===== src/common/axis_pkg.sv =====
// ********************
// axis_pkg
// stream widths, ratios and beat structs
// for the 24 to 32 bit width converter
// ********************
`default_nettype none

package axis_pkg;

  // data moves in byte-wide subwords, lowest first
  parameter int sub_width = 8;
  parameter int in_width = 24;

  // narrow beats and output beats per wide word
  parameter int up_ratio = 4;
  parameter int down_ratio = 3;

  parameter int wide_width = in_width * up_ratio;
  parameter int out_width = wide_width / down_ratio;

  typedef struct packed {
    logic [in_width-1:0] data;
    logic                last;
  } narrow_beat_t;

  typedef struct packed {
    logic [wide_width-1:0] data;
    logic                  last;
  } wide_beat_t;

  typedef struct packed {
    logic [out_width-1:0] data;
    logic                 last;
  } out_beat_t;

endpackage

`default_nettype wire


===== src/axis_resize/axis_downsizer.sv =====
// ********************
// axis_downsizer
// splits each wide word into DOWN output beats,
// lowest group first
// ********************
`default_nettype none
`timescale 1ns/1ps

module axis_downsizer #(
  parameter int DOWN = axis_pkg::down_ratio
) (
  input  wire logic                 clk,
  input  wire logic                 reset,

  input  wire axis_pkg::wide_beat_t in_beat,
  input  wire logic                 in_valid,
  output logic                      in_ready,

  output axis_pkg::out_beat_t       out_beat,
  output logic                      out_valid,
  input  wire logic                 out_ready
);

  localparam int wide_w = $bits(in_beat.data);
  localparam int out_w = $bits(out_beat.data);
  localparam int sub_per_out = out_w / axis_pkg::sub_width;
  localparam int sub_per_wide = wide_w / axis_pkg::sub_width;
  localparam int cnt_w = (DOWN > 1) ? $clog2(DOWN) : 1;
  localparam logic [cnt_w-1:0] last_group = cnt_w'(DOWN - 1);

  if (sub_per_wide != DOWN * sub_per_out) begin : g_ratio_check
    $error("axis_downsizer: wide word does not split into DOWN beats");
  end

  logic [wide_w-1:0] hold_data;
  logic              hold_last;
  logic              hold_valid;
  logic [cnt_w-1:0]  cnt;
  logic              final_group;
  logic              out_accept;
  logic              in_accept;

  assign final_group = (cnt == last_group);
  assign out_accept  = hold_valid && out_ready;

  // a new word may only enter as the last group of the old one leaves
  assign in_ready  = !hold_valid || (out_ready && final_group);
  assign in_accept = in_valid && in_ready;

  // the current group always sits in the low bits of the hold register
  assign out_valid     = hold_valid;
  assign out_beat.data = hold_data[out_w-1:0];
  assign out_beat.last = hold_last && final_group;

  // group counter and word occupancy
  always_ff @(posedge clk) begin
    if (reset) begin
      hold_valid <= 1'b0;
      cnt        <= '0;
    end else begin
      if (in_accept) begin
        hold_valid <= 1'b1;
        cnt        <= '0;
      end else if (out_accept) begin
        if (final_group) begin
          hold_valid <= 1'b0;
          cnt        <= '0;
        end else begin
          cnt <= cnt + 1'b1;
        end
      end
    end
  end

  // load a fresh word or shift the next group down
  always_ff @(posedge clk) begin
    if (in_accept) begin
      hold_data <= in_beat.data;
      hold_last <= in_beat.last;
    end else if (out_accept) begin
      hold_data <= hold_data >> out_w;
    end
  end

endmodule

`default_nettype wire


===== src/axis_resize/axis_upsizer.sv =====
// ********************
// axis_upsizer
// gathers UP narrow beats into one wide word,
// a beat with last flushes a partial word
// ********************
`default_nettype none
`timescale 1ns/1ps

module axis_upsizer #(
  parameter int UP = axis_pkg::up_ratio
) (
  input  wire logic                  clk,
  input  wire logic                  reset,

  input  wire axis_pkg::narrow_beat_t in_beat,
  input  wire logic                  in_valid,
  output logic                       in_ready,

  output axis_pkg::wide_beat_t       out_beat,
  output logic                       out_valid,
  input  wire logic                  out_ready
);

  localparam int in_w = $bits(in_beat.data);
  localparam int wide_w = $bits(out_beat.data);
  localparam int sub_per_in = in_w / axis_pkg::sub_width;
  localparam int sub_per_wide = wide_w / axis_pkg::sub_width;
  localparam int cnt_w = (UP > 1) ? $clog2(UP) : 1;
  localparam logic [cnt_w-1:0] last_slot = cnt_w'(UP - 1);

  // the beat types have to agree with the ratio
  if (sub_per_wide != UP * sub_per_in) begin : g_ratio_check
    $error("axis_upsizer: wide word does not hold UP narrow beats");
  end

  logic [cnt_w-1:0]  cnt;
  logic [wide_w-1:0] gather_data;
  logic [wide_w-1:0] packed_data;
  logic              completes;
  logic              out_free;
  logic              accept;

  // word ends on the last slot or on a packet boundary
  assign completes = (cnt == last_slot) || in_beat.last;
  assign out_free  = !out_valid || out_ready;

  // partial words keep gathering while the output waits
  assign in_ready = out_free || !completes;
  assign accept   = in_valid && in_ready;

  // slots below cnt come from the gather register, the current beat fills
  // slot cnt and everything above it is zero padding
  always_comb begin
    for (int i = 0; i < UP; i++) begin
      if (i < int'(cnt)) begin
        packed_data[i*in_w +: in_w] = gather_data[i*in_w +: in_w];
      end else if (i == int'(cnt)) begin
        packed_data[i*in_w +: in_w] = in_beat.data;
      end else begin
        packed_data[i*in_w +: in_w] = '0;
      end
    end
  end

  // slot counter and output valid
  always_ff @(posedge clk) begin
    if (reset) begin
      cnt       <= '0;
      out_valid <= 1'b0;
    end else begin
      if (out_valid && out_ready) begin
        out_valid <= 1'b0;
      end
      if (accept) begin
        if (completes) begin
          cnt       <= '0;
          out_valid <= 1'b1;
        end else begin
          cnt <= cnt + 1'b1;
        end
      end
    end
  end

  always_ff @(posedge clk) begin
    if (accept) begin
      gather_data[cnt*in_w +: in_w] <= in_beat.data;
      if (completes) begin
        out_beat.data <= packed_data;
        out_beat.last <= in_beat.last;
      end
    end
  end

endmodule

`default_nettype wire


===== src/axis_resize/axis_width_converter.sv =====
// ********************
// axis_width_converter
// rational UP:DOWN stream converter built from
// an upsizer into a downsizer over one wide link
// ********************
`default_nettype none
`timescale 1ns/1ps

module axis_width_converter #(
  parameter int UP   = axis_pkg::up_ratio,
  parameter int DOWN = axis_pkg::down_ratio
) (
  input  wire logic                  clk,
  input  wire logic                  reset,

  input  wire axis_pkg::narrow_beat_t in_beat,
  input  wire logic                  in_valid,
  output logic                       in_ready,

  output axis_pkg::out_beat_t        out_beat,
  output logic                       out_valid,
  input  wire logic                  out_ready
);

  // wide link between the two halves
  axis_pkg::wide_beat_t wide_beat;
  logic                 wide_valid;
  logic                 wide_ready;

  axis_upsizer #(
    .UP(UP)
  ) i_upsizer (
    .clk       (clk),
    .reset     (reset),
    .in_beat   (in_beat),
    .in_valid  (in_valid),
    .in_ready  (in_ready),
    .out_beat  (wide_beat),
    .out_valid (wide_valid),
    .out_ready (wide_ready)
  );

  axis_downsizer #(
    .DOWN(DOWN)
  ) i_downsizer (
    .clk       (clk),
    .reset     (reset),
    .in_beat   (wide_beat),
    .in_valid  (wide_valid),
    .in_ready  (wide_ready),
    .out_beat  (out_beat),
    .out_valid (out_valid),
    .out_ready (out_ready)
  );

endmodule

`default_nettype wire


===== src/rtl/axis_reg_slice.sv =====
// ********************
// axis_reg_slice
// one-entry stream register slice that breaks
// the valid/data path at full throughput
// ********************
`default_nettype none
`timescale 1ns/1ps

module axis_reg_slice #(
  parameter type payload_t = logic
) (
  input  wire logic     clk,
  input  wire logic     reset,

  // upstream side
  input  wire payload_t in_beat,
  input  wire logic     in_valid,
  output logic          in_ready,

  // downstream side
  output payload_t      out_beat,
  output logic          out_valid,
  input  wire logic     out_ready
);

  logic in_accept;
  logic out_accept;

  // the held beat leaves in the same cycle a new one may enter
  assign out_accept = out_valid && out_ready;
  assign in_ready   = !out_valid || out_ready;
  assign in_accept  = in_valid && in_ready;

  // occupancy flag
  always_ff @(posedge clk) begin
    if (reset) begin
      out_valid <= 1'b0;
    end else begin
      if (in_accept) begin
        out_valid <= 1'b1;
      end else if (out_accept) begin
        out_valid <= 1'b0;
      end
    end
  end

  // payload is loaded only on an accepted beat
  always_ff @(posedge clk) begin
    if (in_accept) begin
      out_beat <= in_beat;
    end
  end

endmodule

`default_nettype wire


===== src/rtl/axis_resize_top.sv =====
// ********************
// axis_resize_top
// 24 to 32 bit stream resizer with register
// slices on both edges
// ********************
`default_nettype none
`timescale 1ns/1ps

module axis_resize_top #(
  parameter int UP   = axis_pkg::up_ratio,
  parameter int DOWN = axis_pkg::down_ratio
) (
  input  wire logic                  clk,
  input  wire logic                  reset,

  input  wire axis_pkg::narrow_beat_t in_beat,
  input  wire logic                  in_valid,
  output logic                       in_ready,

  output axis_pkg::out_beat_t        out_beat,
  output logic                       out_valid,
  input  wire logic                  out_ready
);

  axis_pkg::narrow_beat_t cv_in_beat;
  logic                   cv_in_valid;
  logic                   cv_in_ready;
  axis_pkg::out_beat_t    cv_out_beat;
  logic                   cv_out_valid;
  logic                   cv_out_ready;

  axis_reg_slice #(
    .payload_t(axis_pkg::narrow_beat_t)
  ) i_in_slice (
    .clk       (clk),
    .reset     (reset),
    .in_beat   (in_beat),
    .in_valid  (in_valid),
    .in_ready  (in_ready),
    .out_beat  (cv_in_beat),
    .out_valid (cv_in_valid),
    .out_ready (cv_in_ready)
  );

  axis_width_converter #(
    .UP   (UP),
    .DOWN (DOWN)
  ) i_converter (
    .clk       (clk),
    .reset     (reset),
    .in_beat   (cv_in_beat),
    .in_valid  (cv_in_valid),
    .in_ready  (cv_in_ready),
    .out_beat  (cv_out_beat),
    .out_valid (cv_out_valid),
    .out_ready (cv_out_ready)
  );

  axis_reg_slice #(
    .payload_t(axis_pkg::out_beat_t)
  ) i_out_slice (
    .clk       (clk),
    .reset     (reset),
    .in_beat   (cv_out_beat),
    .in_valid  (cv_out_valid),
    .in_ready  (cv_out_ready),
    .out_beat  (out_beat),
    .out_valid (out_valid),
    .out_ready (out_ready)
  );

endmodule

`default_nettype wire


===== config.mk =====
export PLATFORM = sky130hd
export DESIGN_NAME = axis_resize_top
export DESIGN_NICKNAME = d
export VERILOG_FILES = /design/src/common/axis_pkg.sv /design/src/axis_resize/axis_downsizer.sv /design/src/axis_resize/axis_upsizer.sv /design/src/axis_resize/axis_width_converter.sv /design/src/rtl/axis_reg_slice.sv /design/src/rtl/axis_resize_top.sv
export SDC_FILE = /design/constraint.sdc
export NUM_CORES = 1
export LEC_CHECK = 0
export ABC_AREA = 0
export BUFFER_PORTS_ARGS = -buffer_cell sky130_fd_sc_hd__buf_4
export CAP_MARGIN = 20
export CORE_ASPECT_RATIO = 0.7
export CORE_UTILIZATION = 61
export CTS_CLUSTER_DIAMETER = 120
export CTS_CLUSTER_SIZE = 28
export DETAILED_ROUTE_END_ITERATION = 8
export MAX_ROUTING_LAYER = met4
export PLACE_DENSITY = 0.79
export SLEW_MARGIN = 20
export SYNTH_ARGS = -nofsm -noshare
export SYNTH_HDL_FRONTEND = slang
export SYNTH_SLANG_ARGS = --single-unit

===== constraint.sdc =====
create_clock -name clk -period 8.25 [get_ports clk]
set_clock_uncertainty 0.15 [all_clocks]
set_input_delay 0.825 -clock clk [delete_from_list [all_inputs] [get_ports clk]]
set_output_delay 0.825 -clock clk [all_outputs]
set_load 0.01 [all_outputs]

== After elaboration in Yosys (flattened, before gate mapping) ==
Index checks and enable logic that the tools add are counted.

* Flip-flop bits (word level): 356
* Output and inout bits: 35
* Word-level logic and storage cells: 77

* Add/subtract/negate cells: 3
* Multipliers: 1
* $lt $le $gt $ge: 3
* Eq/ne operators: 5
* Shifts and indexed selects: 2
* Muxes and demuxes: 21
* Reductions and logical operators: 26

{| class="wikitable"
|+ Operators with widths
! cell !! count
|-
| 2-to-1 mux 96 bit || 2
|-
| 2-to-1 mux 24 bit || 6
|-
| bitwise mux 96 bit || 1
|-
| variable shift 24 x 34 -> 96 bit (first input constant) || 1
|-
| variable part select 24 x 34 -> 96 bit || 1
|-
| negator 7 -> 34 bit || 1
|-
| 2-to-1 mux 1 bit || 10
|-
| nonzero test 2 bit || 4
|-
| logical AND 1 bit || 7
|-
| logical OR 1 bit || 6
|-
| logical NOT 1 bit || 5
|-
| adder 2 x 1 -> 2 bit (second input constant) || 2
|-
| equality test 2 bit (first input constant) || 2
|-
| equality test 2 bit (second input constant) || 2
|-
| less-than comparator 1 x 2 -> 1 bit (first input constant) || 2
|-
| multiplier 2 x 2 -> 4 bit (second input constant) || 1
|-
| 2-to-1 mux 2 bit || 2
|-
| AND reduction 2 bit || 2
|-
| equality test 1 x 2 -> 1 bit (first input constant) || 1
|-
| logical NOT 2 bit || 1
|-
| less-than comparator 2 bit (first input constant) || 1
|-
| OR reduction 2 bit || 1
|}

== Logic depth before layout (Yosys ltp) ==
* Depth in word-level cells: 9
* Depth in mapped cells: 10
* Depth with buffers taken out: 5

== Hierarchy ==
From an unflattened synthesis, not the netlist that was laid out.

* Cells, all modules: 858
* Area, all modules: 13604.3 um^2

{| class="wikitable"
|+ Modules (own cells, without submodules)
! module !! instances !! cells an instance !! area an instance (um^2)
|-
| axis_upsizer || 1 || 535 || 7379.6
|-
| axis_downsizer || 1 || 255 || 4372.9
|-
| axis_reg_slice at i_out_slice || 1 || 38 || 1046.0
|-
| axis_reg_slice at i_in_slice || 1 || 30 || 805.8
|}

== Worst setup path after synthesis ==
Ideal clock, no wire load.

* Kind: input -> register
* Start: input port out_ready
* End: register i_converter.i_upsizer.out_beat[0] (netlist bit) (enable)
* Setup time: 584 ps
* Arrival time: 6125 ps
* Slack: 1391 ps
* Stages on the path: 5
* Path buffers: 2
* Cell sequence: nor2b_1 o21a_1 buf_2 buf_2 a21oi_1

* Longest elaborated chain between the ends: 7

{| class="wikitable"
|+ RTL lines
! item !! RTL line !! source
|-
| start: declaration || axis_resize_top.sv:22 || <nowiki>input wire logic out_ready</nowiki>
|-
| logical OR 1 bit || axis_reg_slice.sv:31 || <nowiki>assign in_ready = !out_valid || out_ready;</nowiki>
|-
| logical AND 1 bit || axis_downsizer.sv:47 || <nowiki>assign in_ready = !hold_valid || (out_ready && final_group);</nowiki>
|-
| logical OR 1 bit || axis_downsizer.sv:47 ||
|-
| logical OR 1 bit || axis_upsizer.sv:45 || <nowiki>assign out_free = !out_valid || out_ready;</nowiki>
|-
| logical OR 1 bit || axis_upsizer.sv:48 || <nowiki>assign in_ready = out_free || !completes;</nowiki>
|-
| logical AND 1 bit || axis_upsizer.sv:49 || <nowiki>assign accept = in_valid && in_ready;</nowiki>
|-
| AND reduction 2 bit (no source line) || n/a ||
|-
| end: declaration || axis_upsizer.sv:19 || <nowiki>output axis_pkg::wide_beat_t out_beat,</nowiki>
|}

No other way between the ends.
A chain may end at the register's enable or synchronous reset.

== Worst setup path after layout ==
* Start: register i_converter.i_upsizer.cnt[1]
* End: register i_converter.i_upsizer.gather_data[21] (data pin)

* Longest elaborated chain between the ends: 4
* Elaborated cells between the ends (all ways): 5
* Those cells by class: 1 x add/sub; 1 x mul; 2 x shift; 1 x mux

{| class="wikitable"
|+ RTL lines
! item !! RTL line !! source
|-
| start: declaration || axis_upsizer.sv:36 || <nowiki>logic [cnt_w-1:0] cnt;</nowiki>
|-
| start signal: assignment || axis_upsizer.sv:79 || <nowiki>cnt <= cnt + 1'b1;</nowiki>
|-
| multiplier 2 x 2 -> 4 bit (*) || axis_upsizer.sv:87 || <nowiki>gather_data[cnt*in_w +: in_w] <= in_beat.data;</nowiki>
|-
| negator 7 -> 34 bit (*) || axis_upsizer.sv:87 ||
|-
| variable part select 24 x 34 -> 96 bit / variable shift 24 x 34 -> 96 bit (equally long branches) || axis_upsizer.sv:87 ||
|-
| bitwise mux 96 bit (*) || axis_upsizer.sv:87 ||
|-
| end signal: indexed assignment || axis_upsizer.sv:87 ||
|-
| end: declaration || axis_upsizer.sv:37 || <nowiki>logic [wide_w-1:0] gather_data;</nowiki>
|}

Every way passes the cells marked *; elsewhere a longest branch is shown, timed or not.

==> impl_metrics.yaml <==
setup_path:
  crit_fanout: 51
  cp_common_cell: "buf_4"
  critPathLaunchType: "register"
  critical_path_required_ns: 8.44
  cp_slowest_cell: "ha_1"
  worst-path-stages: 6
  crit_family: "buffers and inverters"
  critPathKind: "register to register"
  cp_cell_sequence: "buf_4 -> inv_1 -> ha_1 -> buf_4 -> or3b_1 -> o2bb2ai_1"
  critPathCaptureType: "register"
  critPathArrivalTime_ns: 3.54
  path_buf_inv: 3
  crit_path_max_incr_delay_ns: 0.77
  reg2reg_depth: 6
synth:
  synth_edf_count: 324
  synth_nets: 1099
  yosysWarningCount: 0
  ys.flop_type: "edfxtp_1"
  avgSynthCellArea_um2: 13.19
  ys_seq_elements: 332
  synthCells: 1065
  synthArstFlopShare_pct: 0
  syn-cell-area_um2: 14050
  ys_seq_area_share_pct: 70.38
  ys_types: 43
clock_tree:
  cts_tree: "done"
  clkSinkCount: 332
  post_cts_buffers: 0
  root_buffer: "clkbuf_16"
  clkSlewWorstSetupHoldPaths_ns: 0.11
  hold_buffers: 0
  numCtsBuffers: 15
  cts.htree.levels: 1
  clock_latency_ns: 0.50
  cts_max_path_buffers: 3
  ctsResizeCount: 0
detailed_routing:
  final_antenna_net_count: 0
  drtPass1Iterations: 6
  drt-met1-wl_mm: 14.24
  drt-initial-drc-count: 1271
  drc: 0
  wl_per_cell_um: 22.34
  dr_wl_met2_mm: 12.66
  drt_wl_total_mm: 31.07
  vias_per_cell: 6.249
  vias: 8693
  dr_wl_met3_mm: 3.578
  top_layer: "met4"
global_route:
  gr-usage-all-layers_pct: 27.43
  grt_pass1_wl_mm: 46.38
  grt_pass1_vias: 7530
  overflow: 0
  grt_max_degree: 103
  antenna_found_initial: 1
die:
  die_area_um2: 23650
  initial_utilization_pct: 62.12
  pin_count: 64
  rows: 46
  die_h_um: 129.0
  die_x_um: 183.4
  core_area_um2: 22620
min_path:
  hold_depth: 0
  hold_class: "register to register"
timing:
  fin_crit_sh_pct: 40.63
  fmax_ghz: 0.2984
  grt_setup_unrepaired: "no"
  setup_slack_ns: 4.898
  final_max_slew_viol_count: 0
  period_needed_ns: 3.352
  hold_viol_final: 0
  tns_ns: 0
  setup_viol: 0
  slew-limit-headroom_pct: 22.80
  tightest_slew_ns: 1.158
layout:
  area_delta_synth_final_pct: 7.916
  final_common_cell: "edfxtp_1"
  nets: 1105
  final_cell_mix: "edfxtp_1, nand2_1, o211ai_1, buf_4, and2_1"
  drive_gt1_share_pct: 13.53
  fin_cells: 1391
  fin_area_um2: 15160
  antenna_cells: 0
power:
  total_leakage_power_nw: 5.082
  powerDensity_nw_per_um2: 197.8
  ir_worst_vdd_mv: 0.1834
placed_design:
  dpl_cell_area_um2: 14690
  dp_hpwl_mm: 19.17
  dp_slack_ns: 4.649
  finalWeightedCongestion: 0.8563
  io_buffer_count: 63
  dp.cells: 1365
outcome:
  outcome: "completed"
job:
  cap_viol_max_count: 0
==> sequential cells by signal, summed over array words and instances (netlist names), 2 cells and up <==
register and flops:
i_converter.i_upsizer.gather_data 72, i_in_slice.out_beat 25, i_converter.i_downsizer.hold_data 96, i_converter.i_downsizer.cnt 2
i_out_slice.out_beat 33, i_converter.i_upsizer.out_beat 97, i_converter.i_upsizer.cnt 2
==> power breakdown <==
part / internal [mW] / switching [mW] / total [mW]
Sequential: 1.91 / 0.0438 / 1.96
Combinational: 0.0689 / 0.113 / 0.182
Clock: 0.379 / 0.482 / 0.861
==> path summary, 6_finish.rpt <==
kind / start / slack (ns) / end
worst max register to register: i_converter.i_upsizer.cnt[1] / 4.90 / i_converter.i_upsizer.gather_data[21]
worst max-delay path: i_converter.i_upsizer.cnt[1] / 4.90 / i_converter.i_upsizer.gather_data[21]
worst min-delay path: i_converter.i_downsizer.hold_data[24] / 0.27 / i_out_slice.out_beat[25]
worst min register to register: i_converter.i_downsizer.hold_data[24] / 0.27 / i_out_slice.out_beat[25]
==> synth_stat cells (all sizes together), types with 2 or more instances <==
| master | number | area [um^2] |
|---|---|---|
| buf | 26 | 130.1 |
| nor2b | 5 | 31.28 |
| a221oi | 2 | 17.52 |
| a311oi | 2 | 17.52 |
| mux2 | 35 | 394.1 |
| o21ai | 43 | 219.0 |
| a21o | 3 | 22.52 |
| nor2 | 46 | 172.7 |
| a32o | 4 | 40.04 |
| a21oi | 13 | 65.06 |
| dfxtp | 8 | 160.2 |
| and3 | 45 | 281.5 |
| inv | 6 | 22.52 |
| clkbuf | 64 | 240.2 |
| o21a | 2 | 15.01 |
| ha | 5 | 62.56 |
| nand2b | 3 | 18.77 |
| and2 | 50 | 312.8 |
| nand2 | 213 | 799.5 |
| edfxtp | 324 | 9729 |
| mux2i | 8 | 80.08 |
| nor4bb | 2 | 20.02 |
| o211ai | 129 | 968.4 |
| a22o | 13 | 113.9 |
==> cell families after synthesis <==
kind of cell    synth area share, %
simple gates                  12.15
flops                         70.38
compound gates                10.85
buf+inv                       2.796
mux                           3.375
fa+ha+maj                    0.4452
==> cell type report <==
cell class | instances | area [um^2]
Clock inverter | 1 | 30.03
Fill cell | 1583 | 7456
Clock buffer | 24 | 409.1
Timing Repair Buffer | 79 | 613.1
Multi-Input combinational cell | 637 | 3806
Inverter | 6 | 22.52
Sequential cell | 332 | 9892
Tap cell | 312 | 390.4
==> worst reg2reg max path, stage by stage (launching register included) <==
cell	delay, ns
dfxtp_1	0.35
buf_4	0.40
inv_1	0.16
ha_1	0.77
buf_4	0.40
or3b_1	0.68
o2bb2ai_1	0.27
==> through the flow <==
stage	utilization [%]	hold slack, ns	total power, mW
final	67.04	0.2720	2.999
after global routing	67.04	0.2840	3.080
after CTS	66.90	0.2778	3.002
after detailed placement	64.96	0.2554	2.171
after global placement	64.96	0.2519	2.164
after floorplan	-	0.2503	2.098
==> metal layers <==
| layer | track usage [%] | vias up |
|---|---|---|
| met5 | - | - |
| met4 | 5.343 | 0 |
| met3 | 4.416 | 41 |
| met2 | 35.70 | 564 |
| met1 | 45.00 | 4137 |
| li1 | - | 3951 |
No activity file was read; power rests on OpenSTA's default activity.
